### config.mk
export PLATFORM = sky130hd
export DESIGN_NAME = pdh_core
export DESIGN_NICKNAME = d
export VERILOG_FILES = /design/src/pdh_pkg.sv /design/src/ps_cmd_sync.sv /design/src/pdh_ctrl_regs.sv /design/src/iq_rotator.sv /design/src/dac_interleaver.sv /design/src/pdh_core.sv
export VERILOG_INCLUDE_DIRS = /design/src
export SDC_FILE = /design/constraint.sdc
export NUM_CORES = 2
export LEC_CHECK = 0
export ABC_AREA = 1
export BUFFER_PORTS_ARGS = -buffer_cell sky130_fd_sc_hd__clkbuf_2
export CORE_ASPECT_RATIO = 1.25
export CORE_MARGIN = 1
export CORE_UTILIZATION = 40
export DETAILED_ROUTE_END_ITERATION = 7
export PLACE_DENSITY_LB_ADDON = 0.1
export SYNTH_ARGS = -nofsm -noshare
export SYNTH_HDL_FRONTEND = slang
export SYNTH_HIERARCHICAL = 1
export SYNTH_SLANG_ARGS = --single-unit
### constraint.sdc
create_clock -name clk -period 6.95 [get_ports clk]
set_input_delay 1.39 -clock clk [delete_from_list [all_inputs] [get_ports clk]]
set_output_delay 1.39 -clock clk [all_outputs]
set_load 0.005 [all_outputs]
### src/pdh_settings.svh
`ifndef PDH_SETTINGS_SVH
`define PDH_SETTINGS_SVH

//////////////////////////////////////////
// Data widths
//////////////////////////////////////////

`define PDH_ADC_W      14           // Raw ADC sample
`define PDH_DAC_W      14
`define PDH_GPIO_W     32           // Command and callback words
`define PDH_FEED_W     16           // Signed samples, coefficients, feeds

//////////////////////////////////////////
// Command word layout
//////////////////////////////////////////

`define PDH_OP_W       4
`define PDH_PAYLOAD_W  26
`define PDH_LED_W      8
`define PDH_IDX_W      5            // Readback index field

//////////////////////////////////////////
// Datapath constants and reset values
//////////////////////////////////////////

`define PDH_ADC_OFFSET 8192         // Mid-scale of offset binary
`define PDH_COEF_ONE   16'sh7FFF
`define PDH_DAC_MID    14'h2000
`define PDH_ROT_SHIFT  15

`endif

### src/pdh_pkg.sv
`include "pdh_settings.svh"

package pdh_pkg;

    // Opcodes 7 to 15 fall through to the reset branch
    typedef enum logic [`PDH_OP_W-1:0] {
        CMD_IDLE       = 4'd0,
        CMD_SET_LED    = 4'd1,
        CMD_SET_DAC    = 4'd2,
        CMD_GET_ADC    = 4'd3,
        CMD_READBACK   = 4'd4,
        CMD_SET_ROT    = 4'd5,
        CMD_COMMIT_ROT = 4'd6
    } cmd_e;

    //////////////////////////////////////////
    // Payload views
    //////////////////////////////////////////

    typedef struct packed {
        logic [`PDH_PAYLOAD_W-`PDH_LED_W-1:0] pad;
        logic [`PDH_LED_W-1:0]                value;
    } led_view_t;

    typedef struct packed {
        logic [`PDH_PAYLOAD_W-`PDH_DAC_W-2:0] pad;
        logic                                 ch;    // 1 selects channel 2
        logic [`PDH_DAC_W-1:0]                value;
    } dac_view_t;

    typedef struct packed {
        logic [`PDH_PAYLOAD_W-`PDH_FEED_W-2:0] pad;
        logic                                  sin_sel;
        logic signed [`PDH_FEED_W-1:0]         coef;
    } rot_view_t;

    typedef struct packed {
        logic [`PDH_PAYLOAD_W-`PDH_IDX_W-1:0] pad;
        logic [`PDH_IDX_W-1:0]                index;
    } rb_view_t;

    typedef union packed {
        led_view_t led;
        dac_view_t dac;
        rot_view_t rot;
        rb_view_t  rb;
    } cmd_payload_u;

    typedef struct packed {
        logic         rsvd;
        logic         strobe;
        cmd_e         op;
        cmd_payload_u payload;
    } gpio_cmd_t;

    //////////////////////////////////////////
    // Datapath bundles
    //////////////////////////////////////////

    typedef struct packed {
        logic [`PDH_ADC_W-1:0] a;
        logic [`PDH_ADC_W-1:0] b;
    } adc_pair_t;

    typedef struct packed {
        logic signed [`PDH_FEED_W-1:0] first;   // Sample a or I
        logic signed [`PDH_FEED_W-1:0] second;  // Sample b or Q
    } iq_pair_t;

    typedef struct packed {
        logic signed [`PDH_FEED_W-1:0] cos;
        logic signed [`PDH_FEED_W-1:0] sin;
    } rot_coef_t;

    typedef struct packed {
        logic [`PDH_DAC_W-1:0] ch1;
        logic [`PDH_DAC_W-1:0] ch2;
    } dac_pair_t;

endpackage

### src/ps_cmd_sync.sv
`include "pdh_settings.svh"

module ps_cmd_sync (
    input  logic                   clk,
    input  logic                   rst_i,
    input  logic [`PDH_GPIO_W-1:0] gpio_i,
    output pdh_pkg::gpio_cmd_t     cmd_o
);

    pdh_pkg::gpio_cmd_t gpio_w;
    logic               strobe_meta_r;
    logic               strobe_sync_r;
    logic               strobe_prev_r;
    logic               strobe_edge_w;
    pdh_pkg::gpio_cmd_t cmd_r;

    assign gpio_w = pdh_pkg::gpio_cmd_t'(gpio_i);

    //////////////////////////////////////////
    // Strobe synchronizer and edge detect
    //////////////////////////////////////////

    always_ff @(posedge clk or posedge rst_i) begin
        if (rst_i) begin
            strobe_meta_r <= 1'b0;
            strobe_sync_r <= 1'b0;
            strobe_prev_r <= 1'b0;
        end else begin
            strobe_meta_r <= gpio_w.strobe;
            strobe_sync_r <= strobe_meta_r;
            strobe_prev_r <= strobe_sync_r;
        end
    end

    assign strobe_edge_w = strobe_sync_r & ~strobe_prev_r;

    // Word is stable around the strobe, so it is taken straight from the pins
    always_ff @(posedge clk or posedge rst_i) begin
        if (rst_i) begin
            cmd_r <= '0;                 // Opcode idle
        end else if (strobe_edge_w) begin
            cmd_r <= gpio_w;
        end
    end

    assign cmd_o = cmd_r;

endmodule

### src/pdh_ctrl_regs.sv
`include "pdh_settings.svh"

module pdh_ctrl_regs (
    input  logic                   clk,
    input  logic                   rst_i,
    input  pdh_pkg::gpio_cmd_t     cmd_i,
    input  pdh_pkg::adc_pair_t     adc_i,
    input  pdh_pkg::iq_pair_t      samples_i,
    input  pdh_pkg::iq_pair_t      feeds_i,
    output pdh_pkg::rot_coef_t     coef_o,
    output pdh_pkg::dac_pair_t     dac_o,
    output logic [`PDH_LED_W-1:0]  led_o,
    output logic [`PDH_GPIO_W-1:0] gpio_o
);

    localparam int unsigned LED_PAD = `PDH_GPIO_W - `PDH_OP_W - `PDH_LED_W;
    localparam int unsigned RB_PAD  = `PDH_GPIO_W - `PDH_OP_W - `PDH_IDX_W - `PDH_FEED_W;

    localparam pdh_pkg::rot_coef_t COEF_RST = '{cos: `PDH_COEF_ONE, sin: '0};
    localparam pdh_pkg::dac_pair_t DAC_RST  = '{ch1: `PDH_DAC_MID, ch2: `PDH_DAC_MID};

    logic [`PDH_LED_W-1:0]  led_r, led_nxt;
    pdh_pkg::rot_coef_t     stage_r, stage_nxt;
    pdh_pkg::rot_coef_t     coef_r, coef_nxt;
    pdh_pkg::dac_pair_t     dac_r, dac_nxt;
    logic [`PDH_GPIO_W-1:0] cb_r, cb_nxt;
    logic [`PDH_OP_W-1:0]   op_w;
    pdh_pkg::cmd_payload_u  pl_w;
    logic [`PDH_FEED_W-1:0] rb_val_w;

    assign op_w = cmd_i.op;
    assign pl_w = cmd_i.payload;

    //////////////////////////////////////////
    // Readback select
    //////////////////////////////////////////

    always_comb begin
        case (pl_w.rb.index)
            5'd0:    rb_val_w = samples_i.first;
            5'd1:    rb_val_w = samples_i.second;
            5'd2:    rb_val_w = stage_r.cos;
            5'd3:    rb_val_w = stage_r.sin;
            5'd4:    rb_val_w = coef_r.cos;
            5'd5:    rb_val_w = coef_r.sin;
            5'd6:    rb_val_w = feeds_i.first;      // I
            5'd7:    rb_val_w = feeds_i.second;     // Q
            default: rb_val_w = '0;
        endcase
    end

    //////////////////////////////////////////
    // Command decode
    //////////////////////////////////////////

    always_comb begin
        led_nxt   = led_r;
        stage_nxt = stage_r;
        coef_nxt  = coef_r;
        dac_nxt   = dac_r;
        cb_nxt    = '0;
        case (cmd_i.op)
            pdh_pkg::CMD_IDLE: begin
                cb_nxt = '0;
            end
            pdh_pkg::CMD_SET_LED: begin
                led_nxt = pl_w.led.value;
                cb_nxt  = {op_w, {LED_PAD{1'b0}}, led_r};
            end
            pdh_pkg::CMD_SET_DAC: begin
                if (pl_w.dac.ch) begin
                    dac_nxt.ch2 = pl_w.dac.value;
                end else begin
                    dac_nxt.ch1 = pl_w.dac.value;
                end
                cb_nxt = {op_w, dac_r.ch1, dac_r.ch2};
            end
            pdh_pkg::CMD_GET_ADC: begin
                cb_nxt = {op_w, adc_i.b, adc_i.a};
            end
            pdh_pkg::CMD_READBACK: begin
                cb_nxt = {op_w, {RB_PAD{1'b0}}, pl_w.rb.index, rb_val_w};
            end
            pdh_pkg::CMD_SET_ROT: begin
                if (pl_w.rot.sin_sel) begin
                    stage_nxt.sin = pl_w.rot.coef;
                end else begin
                    stage_nxt.cos = pl_w.rot.coef;
                end
                cb_nxt = {op_w, stage_r.sin[`PDH_FEED_W-1:2], stage_r.cos[`PDH_FEED_W-1:2]};
            end
            pdh_pkg::CMD_COMMIT_ROT: begin
                coef_nxt = stage_r;
                cb_nxt   = {op_w, feeds_i.second[`PDH_FEED_W-1:2],
                            feeds_i.first[`PDH_FEED_W-1:2]};
            end
            default: begin                          // Unknown opcode acts as soft reset
                led_nxt   = '0;
                stage_nxt = COEF_RST;
                coef_nxt  = COEF_RST;
                dac_nxt   = DAC_RST;
                cb_nxt    = '0;
            end
        endcase
    end

    always_ff @(posedge clk or posedge rst_i) begin
        if (rst_i) begin
            led_r   <= '0;
            stage_r <= COEF_RST;
            coef_r  <= COEF_RST;
            dac_r   <= DAC_RST;
            cb_r    <= '0;
        end else begin
            led_r   <= led_nxt;
            stage_r <= stage_nxt;
            coef_r  <= coef_nxt;
            dac_r   <= dac_nxt;
            cb_r    <= cb_nxt;                      // Refreshed every cycle
        end
    end

    assign coef_o = coef_r;
    assign dac_o  = dac_r;
    assign led_o  = led_r;
    assign gpio_o = cb_r;

endmodule

### src/iq_rotator.sv
`include "pdh_settings.svh"

module iq_rotator (
    input  logic               clk,
    input  logic               rst_i,
    input  pdh_pkg::adc_pair_t adc_i,
    input  pdh_pkg::rot_coef_t coef_i,
    output pdh_pkg::iq_pair_t  samples_o,
    output pdh_pkg::iq_pair_t  feeds_o
);

    localparam int unsigned FEED_W = `PDH_FEED_W;
    localparam int unsigned PROD_W = 2 * FEED_W;
    localparam logic signed [`PDH_ADC_W:0] ADC_OFFSET = `PDH_ADC_OFFSET;

    pdh_pkg::iq_pair_t              samples_r;
    pdh_pkg::iq_pair_t              feeds_r;
    logic signed [PROD_W:0]         i_sum_w;
    logic signed [PROD_W:0]         q_sum_w;

    // Offset binary to negated two's complement
    function automatic logic signed [FEED_W-1:0] adc_to_feed(input logic [`PDH_ADC_W-1:0] raw);
        logic signed [`PDH_ADC_W:0] diff;
        diff = ADC_OFFSET - $signed({1'b0, raw});
        return FEED_W'(diff);
    endfunction

    // Clamp to 32 signed bits, then scale down
    function automatic logic signed [FEED_W-1:0] sat_shift(input logic signed [PROD_W:0] v);
        logic signed [PROD_W-1:0] sat;
        if (v[PROD_W] != v[PROD_W-1]) begin
            sat = v[PROD_W] ? {1'b1, {(PROD_W-1){1'b0}}} : {1'b0, {(PROD_W-1){1'b1}}};
        end else begin
            sat = v[PROD_W-1:0];
        end
        return FEED_W'(sat >>> `PDH_ROT_SHIFT);
    endfunction

    //////////////////////////////////////////
    // Sample conversion
    //////////////////////////////////////////

    always_ff @(posedge clk or posedge rst_i) begin
        if (rst_i) begin
            samples_r <= '0;
        end else begin
            samples_r.first  <= adc_to_feed(adc_i.a);
            samples_r.second <= adc_to_feed(adc_i.b);
        end
    end

    //////////////////////////////////////////
    // IQ rotation
    //////////////////////////////////////////

    always_comb begin
        i_sum_w = coef_i.cos * samples_r.first - coef_i.sin * samples_r.second;
        q_sum_w = coef_i.sin * samples_r.first + coef_i.cos * samples_r.second;
    end

    always_ff @(posedge clk or posedge rst_i) begin
        if (rst_i) begin
            feeds_r <= '0;
        end else begin
            feeds_r.first  <= sat_shift(i_sum_w);   // I
            feeds_r.second <= sat_shift(q_sum_w);   // Q
        end
    end

    assign samples_o = samples_r;
    assign feeds_o   = feeds_r;

endmodule

### src/dac_interleaver.sv
`include "pdh_settings.svh"

module dac_interleaver (
    input  logic                  clk,
    input  logic                  rst_i,
    input  pdh_pkg::dac_pair_t    dac_i,
    output logic                  dac_sel_o,
    output logic [`PDH_DAC_W-1:0] dac_dat_o
);

    logic sel_r;

    //////////////////////////////////////////
    // Channel select
    //////////////////////////////////////////

    // Alternates each cycle for the dual-channel DAC
    always_ff @(posedge clk or posedge rst_i) begin
        if (rst_i) begin
            sel_r <= 1'b0;
        end else begin
            sel_r <= ~sel_r;
        end
    end

    assign dac_sel_o = sel_r;
    assign dac_dat_o = sel_r ? dac_i.ch2 : dac_i.ch1;  // High shows channel 2

endmodule

### src/pdh_core.sv
`include "pdh_settings.svh"

module pdh_core (
    input  logic                   clk,
    input  logic                   rst_i,
    input  logic [`PDH_ADC_W-1:0]  adc_dat_a_i,
    input  logic [`PDH_ADC_W-1:0]  adc_dat_b_i,
    input  logic [`PDH_GPIO_W-1:0] gpio_i,
    output logic [`PDH_GPIO_W-1:0] gpio_o,
    output logic [`PDH_LED_W-1:0]  led_o,
    output logic                   dac_sel_o,
    output logic [`PDH_DAC_W-1:0]  dac_dat_o
);

    pdh_pkg::adc_pair_t adc_w;
    pdh_pkg::gpio_cmd_t cmd_w;
    pdh_pkg::rot_coef_t coef_w;
    pdh_pkg::iq_pair_t  samples_w;
    pdh_pkg::iq_pair_t  feeds_w;
    pdh_pkg::dac_pair_t dac_w;

    assign adc_w.a = adc_dat_a_i;
    assign adc_w.b = adc_dat_b_i;

    //////////////////////////////////////////
    // Command path
    //////////////////////////////////////////

    ps_cmd_sync u_cmd_sync (
        .clk   (clk),
        .rst_i (rst_i),
        .gpio_i(gpio_i),
        .cmd_o (cmd_w)
    );

    pdh_ctrl_regs u_ctrl_regs (
        .clk      (clk),
        .rst_i    (rst_i),
        .cmd_i    (cmd_w),
        .adc_i    (adc_w),
        .samples_i(samples_w),
        .feeds_i  (feeds_w),
        .coef_o   (coef_w),
        .dac_o    (dac_w),
        .led_o    (led_o),
        .gpio_o   (gpio_o)
    );

    //////////////////////////////////////////
    // Datapath
    //////////////////////////////////////////

    iq_rotator u_iq_rotator (
        .clk      (clk),
        .rst_i    (rst_i),
        .adc_i    (adc_w),
        .coef_i   (coef_w),
        .samples_o(samples_w),
        .feeds_o  (feeds_w)
    );

    dac_interleaver u_dac_interleaver (
        .clk      (clk),
        .rst_i    (rst_i),
        .dac_i    (dac_w),
        .dac_sel_o(dac_sel_o),
        .dac_dat_o(dac_dat_o)
    );

endmodule

# == After elaboration in Yosys (flattened, before gate mapping) ==
# Index checks and enable logic that the tools add are counted.
# totals
input_bits,62
out_inout_bits,55
reg_bits,219
elab_cells,75
# op_classes
bitwise_logic,5
mul,4
n_reduce_logical,10
addsub,4
mux,15
n_eq_ne,19
# ops
cell,count
$pmux 32 s6,1
$pmux 16 s8,1
$pmux 32 s2,2
$mul 16x15->31,4
$mux 31,4
$pmux 28 s2,1
$mux 14,3
$add 31x31->32,1
$mux 16,2
$sub 31x31->32,1
$sub 14x14->15 const A,2
$reduce_or 6->1,4
$eq 5x3->1 const B,4
$pmux 8 s2,1
$eq 4x3->1 const B,3
$eq 5x2->1 const B,2
$eq 4x2->1 const B,2
$ne 2x2->1 const B,4
$reduce_and 2->1,4
$eq 5x1->1 const B,1
$logic_not 5->1,1
$eq 4x1->1 const B,1
$logic_not 4->1,1
$not 1->1,4
2 further kinds,3

# == Longest topological paths before layout ==
# logic_depth
depth_word,4
depth_mapped,31
depth_no_buf,30

# == Cells and area by module ==
# The synthesis kept the hierarchy.
# by_module_without_submodules
mod,cells_each,area_per_inst_um2,seq_area_each_um2,n_inst
iq_rotator,4926,40084.7,1551.5,1
pdh_ctrl_regs,926,7149.4,3343.2,1
ps_cmd_sync,144,1430.1,875.8,1
dac_interleaver,47,209.0,25.0,1

# == Least setup slack after synthesis ==
# No wires, ideal clock.
# synth_timing
path_type,reg2reg
from,reg u_ctrl_regs.coef_r (netlist bit u_ctrl_regs/coef_o[15])
to,reg u_iq_rotator.feeds_r (netlist bit u_iq_rotator/feeds_o[27])
setup_time_ns,0.125
path_stages_with_launch,25
required_time_ns,6.825
path_buffers,2
period_less_slack_ns,6.783
path_slack_ns,0.167
t_arrival_ns,6.658
path_cell_list,dfrtp_1 clkbuf_1 buf_1 nand2_1 fa_1 fa_1 inv_1 fa_1 inv_1 fa_1 fa_1 inv_1 fa_1 inv_1 fa_1 inv_1 fa_1 inv_1 ha_1 a21oi_1 o21ai_0 o21bai_1 a21oi_1 nand2_1 xor2_1
# synth_between
word_cells_on_any_way,5
classes_between,1 x add/sub; 1 x mul; 1 x eq/ne; 2 x mux
# synth_lines
item,line_no,text
from (decl),pdh_ctrl_regs.sv:24,"pdh_pkg::rot_coef_t coef_r, coef_nxt;"
from (signal assigned),pdh_ctrl_regs.sv:117,coef_r <= coef_nxt;
$mul 16x15->31,iq_rotator.sv:57,i_sum_w = coef_i.cos * samples_r.first - coef_i.sin * samples_r.second;
$sub 31x31->32,iq_rotator.sv:57,
named net u_iq_rotator.i_sum_w[26],iq_rotator.sv:18,logic signed [PROD_W:0] i_sum_w;
$mux 31,iq_rotator.sv:31,if (v[PROD_W] != v[PROD_W-1]) begin
to (decl),iq_rotator.sv:17,pdh_pkg::iq_pair_t feeds_r;
# The timed path passes the listed nets, and every way through them passes these cells.
# A chain may end at the register's enable or synchronous reset.

# == Worst setup path after layout ==
# layout_timing
from,reg u_ctrl_regs.coef_r (netlist bit u_ctrl_regs/coef_o[25])
to,reg u_iq_rotator.feeds_r (netlist bit u_iq_rotator/feeds_o[19])
# The elaborated chain is that of the path after synthesis.

==> impl_metrics.yaml <==
status:
  status: "finished, final reports clean"
routing:
  viasPerCell: 4.83
  drt-initial-drc-count: 1965
  detail-route-antenna-nets: 0
  dr.pass1.iters: 5
  post_drt_wl_per_cell_um: 21.0
  vias: 38700
  drc: 0
  drt-total-wl_mm: 168
sta:
  fin_crit_sh_pct: 99.0
  worst_pin_slew_ns: 1.12
  hold_violations: 0
  period_minus_slack_ns: 6.88
  finalSetupTns_ns: 0
  rsz0062_at_grt: "yes"
  finalSetupViolCount: 0
  slew_headroom_pct: 24.6
  drv_slew: 0
  finClkSkew_ns: 0.0115
  timing.fmax_mhz: 145
critical_path:
  slowest_delay_ns: 0.68
  worst_path_most_repeated_cell: "fa_1"
  crit_type: "reg2reg"
  cp-start-kind: "flip-flop"
  cp.arrival_ns: 7.31
  crit_slowest_cell: "dfstp_4"
  worstPathMaxFanout: 5
  critPathCaptureType: "flip-flop"
  critPathRequiredTime_ns: 7.38
cells_and_area:
  synthToLayoutAreaGrowth_pct: 18.4
  final_core_util_pct: 47.8
  layout_commonest_cell: "inv_1"
  n_fill_cell: 11900
  finalNetCount: 7774
  drive_above_1_share_pct: 16.1
  mostFrequentLayoutCells: "1820 x inv_1, 1462 x nand2_1, 1021 x fa_1"
place:
  hpwl_mm: 135
  portBuffers: 106
  place.gp.congestion: 0.900
global_route:
  grt_pass1_wl_mm: 254
  grt_max_degree: 79
  grt_util_all_layers_pct: 27.8
  grt_overflow: 0
  antenna_found_initial: 7
  grt_pass1_vias: 41900
floorplanning:
  rows: 142
  dieArea_um2: 123000
  core_um2: 120000
  die_w_um: 313
  die_h_um: 391
  ios: 117
  start_util_pct: 40.4
run:
  cap_violations: 0
clocking:
  insertion_delay_ns: 0.56
  cts_buffers: 26
  root_buffer: "clkbuf_16"
  cts_tree: "built"
  cts.sinks: 219
  htreeDepth: 1
  ctsLongestPathBuffers: 3
  cts.clk_slew.worst_paths_ns: 0.06
synthesis:
  synthCells: 5999
  syn-num-nets: 7380
  postSynthAreaPerCell_um2: 8.08
  syn_area_um2: 48500
  ys_warn_count: 6
hold_path:
  hold_path_class: "reg2reg"
==> cell type report <==
| cell class | count | area (um^2) | area share (%) |
|---|---|---|---|
| multi-input combinational | 3663 | 36000 | 62.8 |
| inverter | 1861 | 7000 | 12.2 |
| timing repair buffer | 622 | 5890 | 10.3 |
| sequential | 219 | 5550 | 9.68 |
| tap | 1584 | 1980 | 3.45 |
| clock buffer | 34 | 762 | 1.33 |
| clock inverter | 14 | 169 | 0.294 |
| antenna | 7 | 17.5 | 0.0305 |
==> flip-flops by register name, summed over array words and instances, names as in the netlist <==
name                         flops
u_ctrl_regs/coef_o              32
u_ctrl_regs/gpio_o              32
u_ctrl_regs/stage_r             32
u_iq_rotator/feeds_o            32
u_iq_rotator/samples_o          30
u_ctrl_regs/dac_o               28
u_cmd_sync/cmd_o                21
u_ctrl_regs/led_o                8
u_cmd_sync/strobe_meta_r         1
u_cmd_sync/strobe_prev_r         1
u_cmd_sync/strobe_sync_r         1
u_dac_interleaver/dac_sel_o      1
==> worst paths after layout <==
kind	cells past startpoint	to	slack, ns	startpoint
max	27	u_iq_rotator/feeds_o[19]	0.07	u_ctrl_regs/coef_o[25]
min	0	u_cmd_sync/strobe_sync_r	0.35	u_cmd_sync/strobe_meta_r
max reg2reg	27	u_iq_rotator/feeds_o[19]	0.07	u_ctrl_regs/coef_o[25]
min reg2reg	0	u_cmd_sync/strobe_sync_r	0.35	u_cmd_sync/strobe_meta_r
max in group asynchronous	3	u_ctrl_regs/coef_o[31]	4.48	rst_i
min in group asynchronous	2	u_dac_interleaver/dac_sel_o	0.77	rst_i
==> timing repair <==
| item | 4_1_cts | 5_1_grt |
|---|---|---|
| cloned | 1 | 9 |
| setup endpoints to repair | 24 | 32 |
| hold buffers | 0 | 0 |
| buffers inserted | 11 | 54 |
| resized for setup | 36 | 301 |
| pin swaps | 2 | 112 |
==> metal layers <==
metal | wire length [um] | global-route usage [%]
met1 | 65400 | 33.0
met2 | 86800 | 50.8
met3 | 6690 | 2.39
met4 | 9430 | 12.4
met5 | 17 | 0
==> critical path: cells and delay by family, from the launching register on <==
family | cells | cell delay, ns
compound gates | 1 | 0.11
xor+xnor | 1 | 0.29
fa+ha+maj | 9 | 4.05
buf+inv | 10 | 0.95
flops | 1 | 0.68
simple gates | 6 | 0.67
==> stage by stage <==
step                hold WS [ns]  instance area [um^2]  std cells  setup slack [ns]
floorplan                  0.331                 48500       5999             0.167
global placement           0.334                 54200       7876            -0.332
detailed placement         0.339                 54200       7876            -0.316
CTS                        0.354                 55400       7936           -0.0416
global route               0.366                 57400       7999            -0.151
finish                     0.351                 57400       8004            0.0663
Power is not shown: default switching activity piles up to over one toggle a cycle in this logic, so the estimate is an artifact.
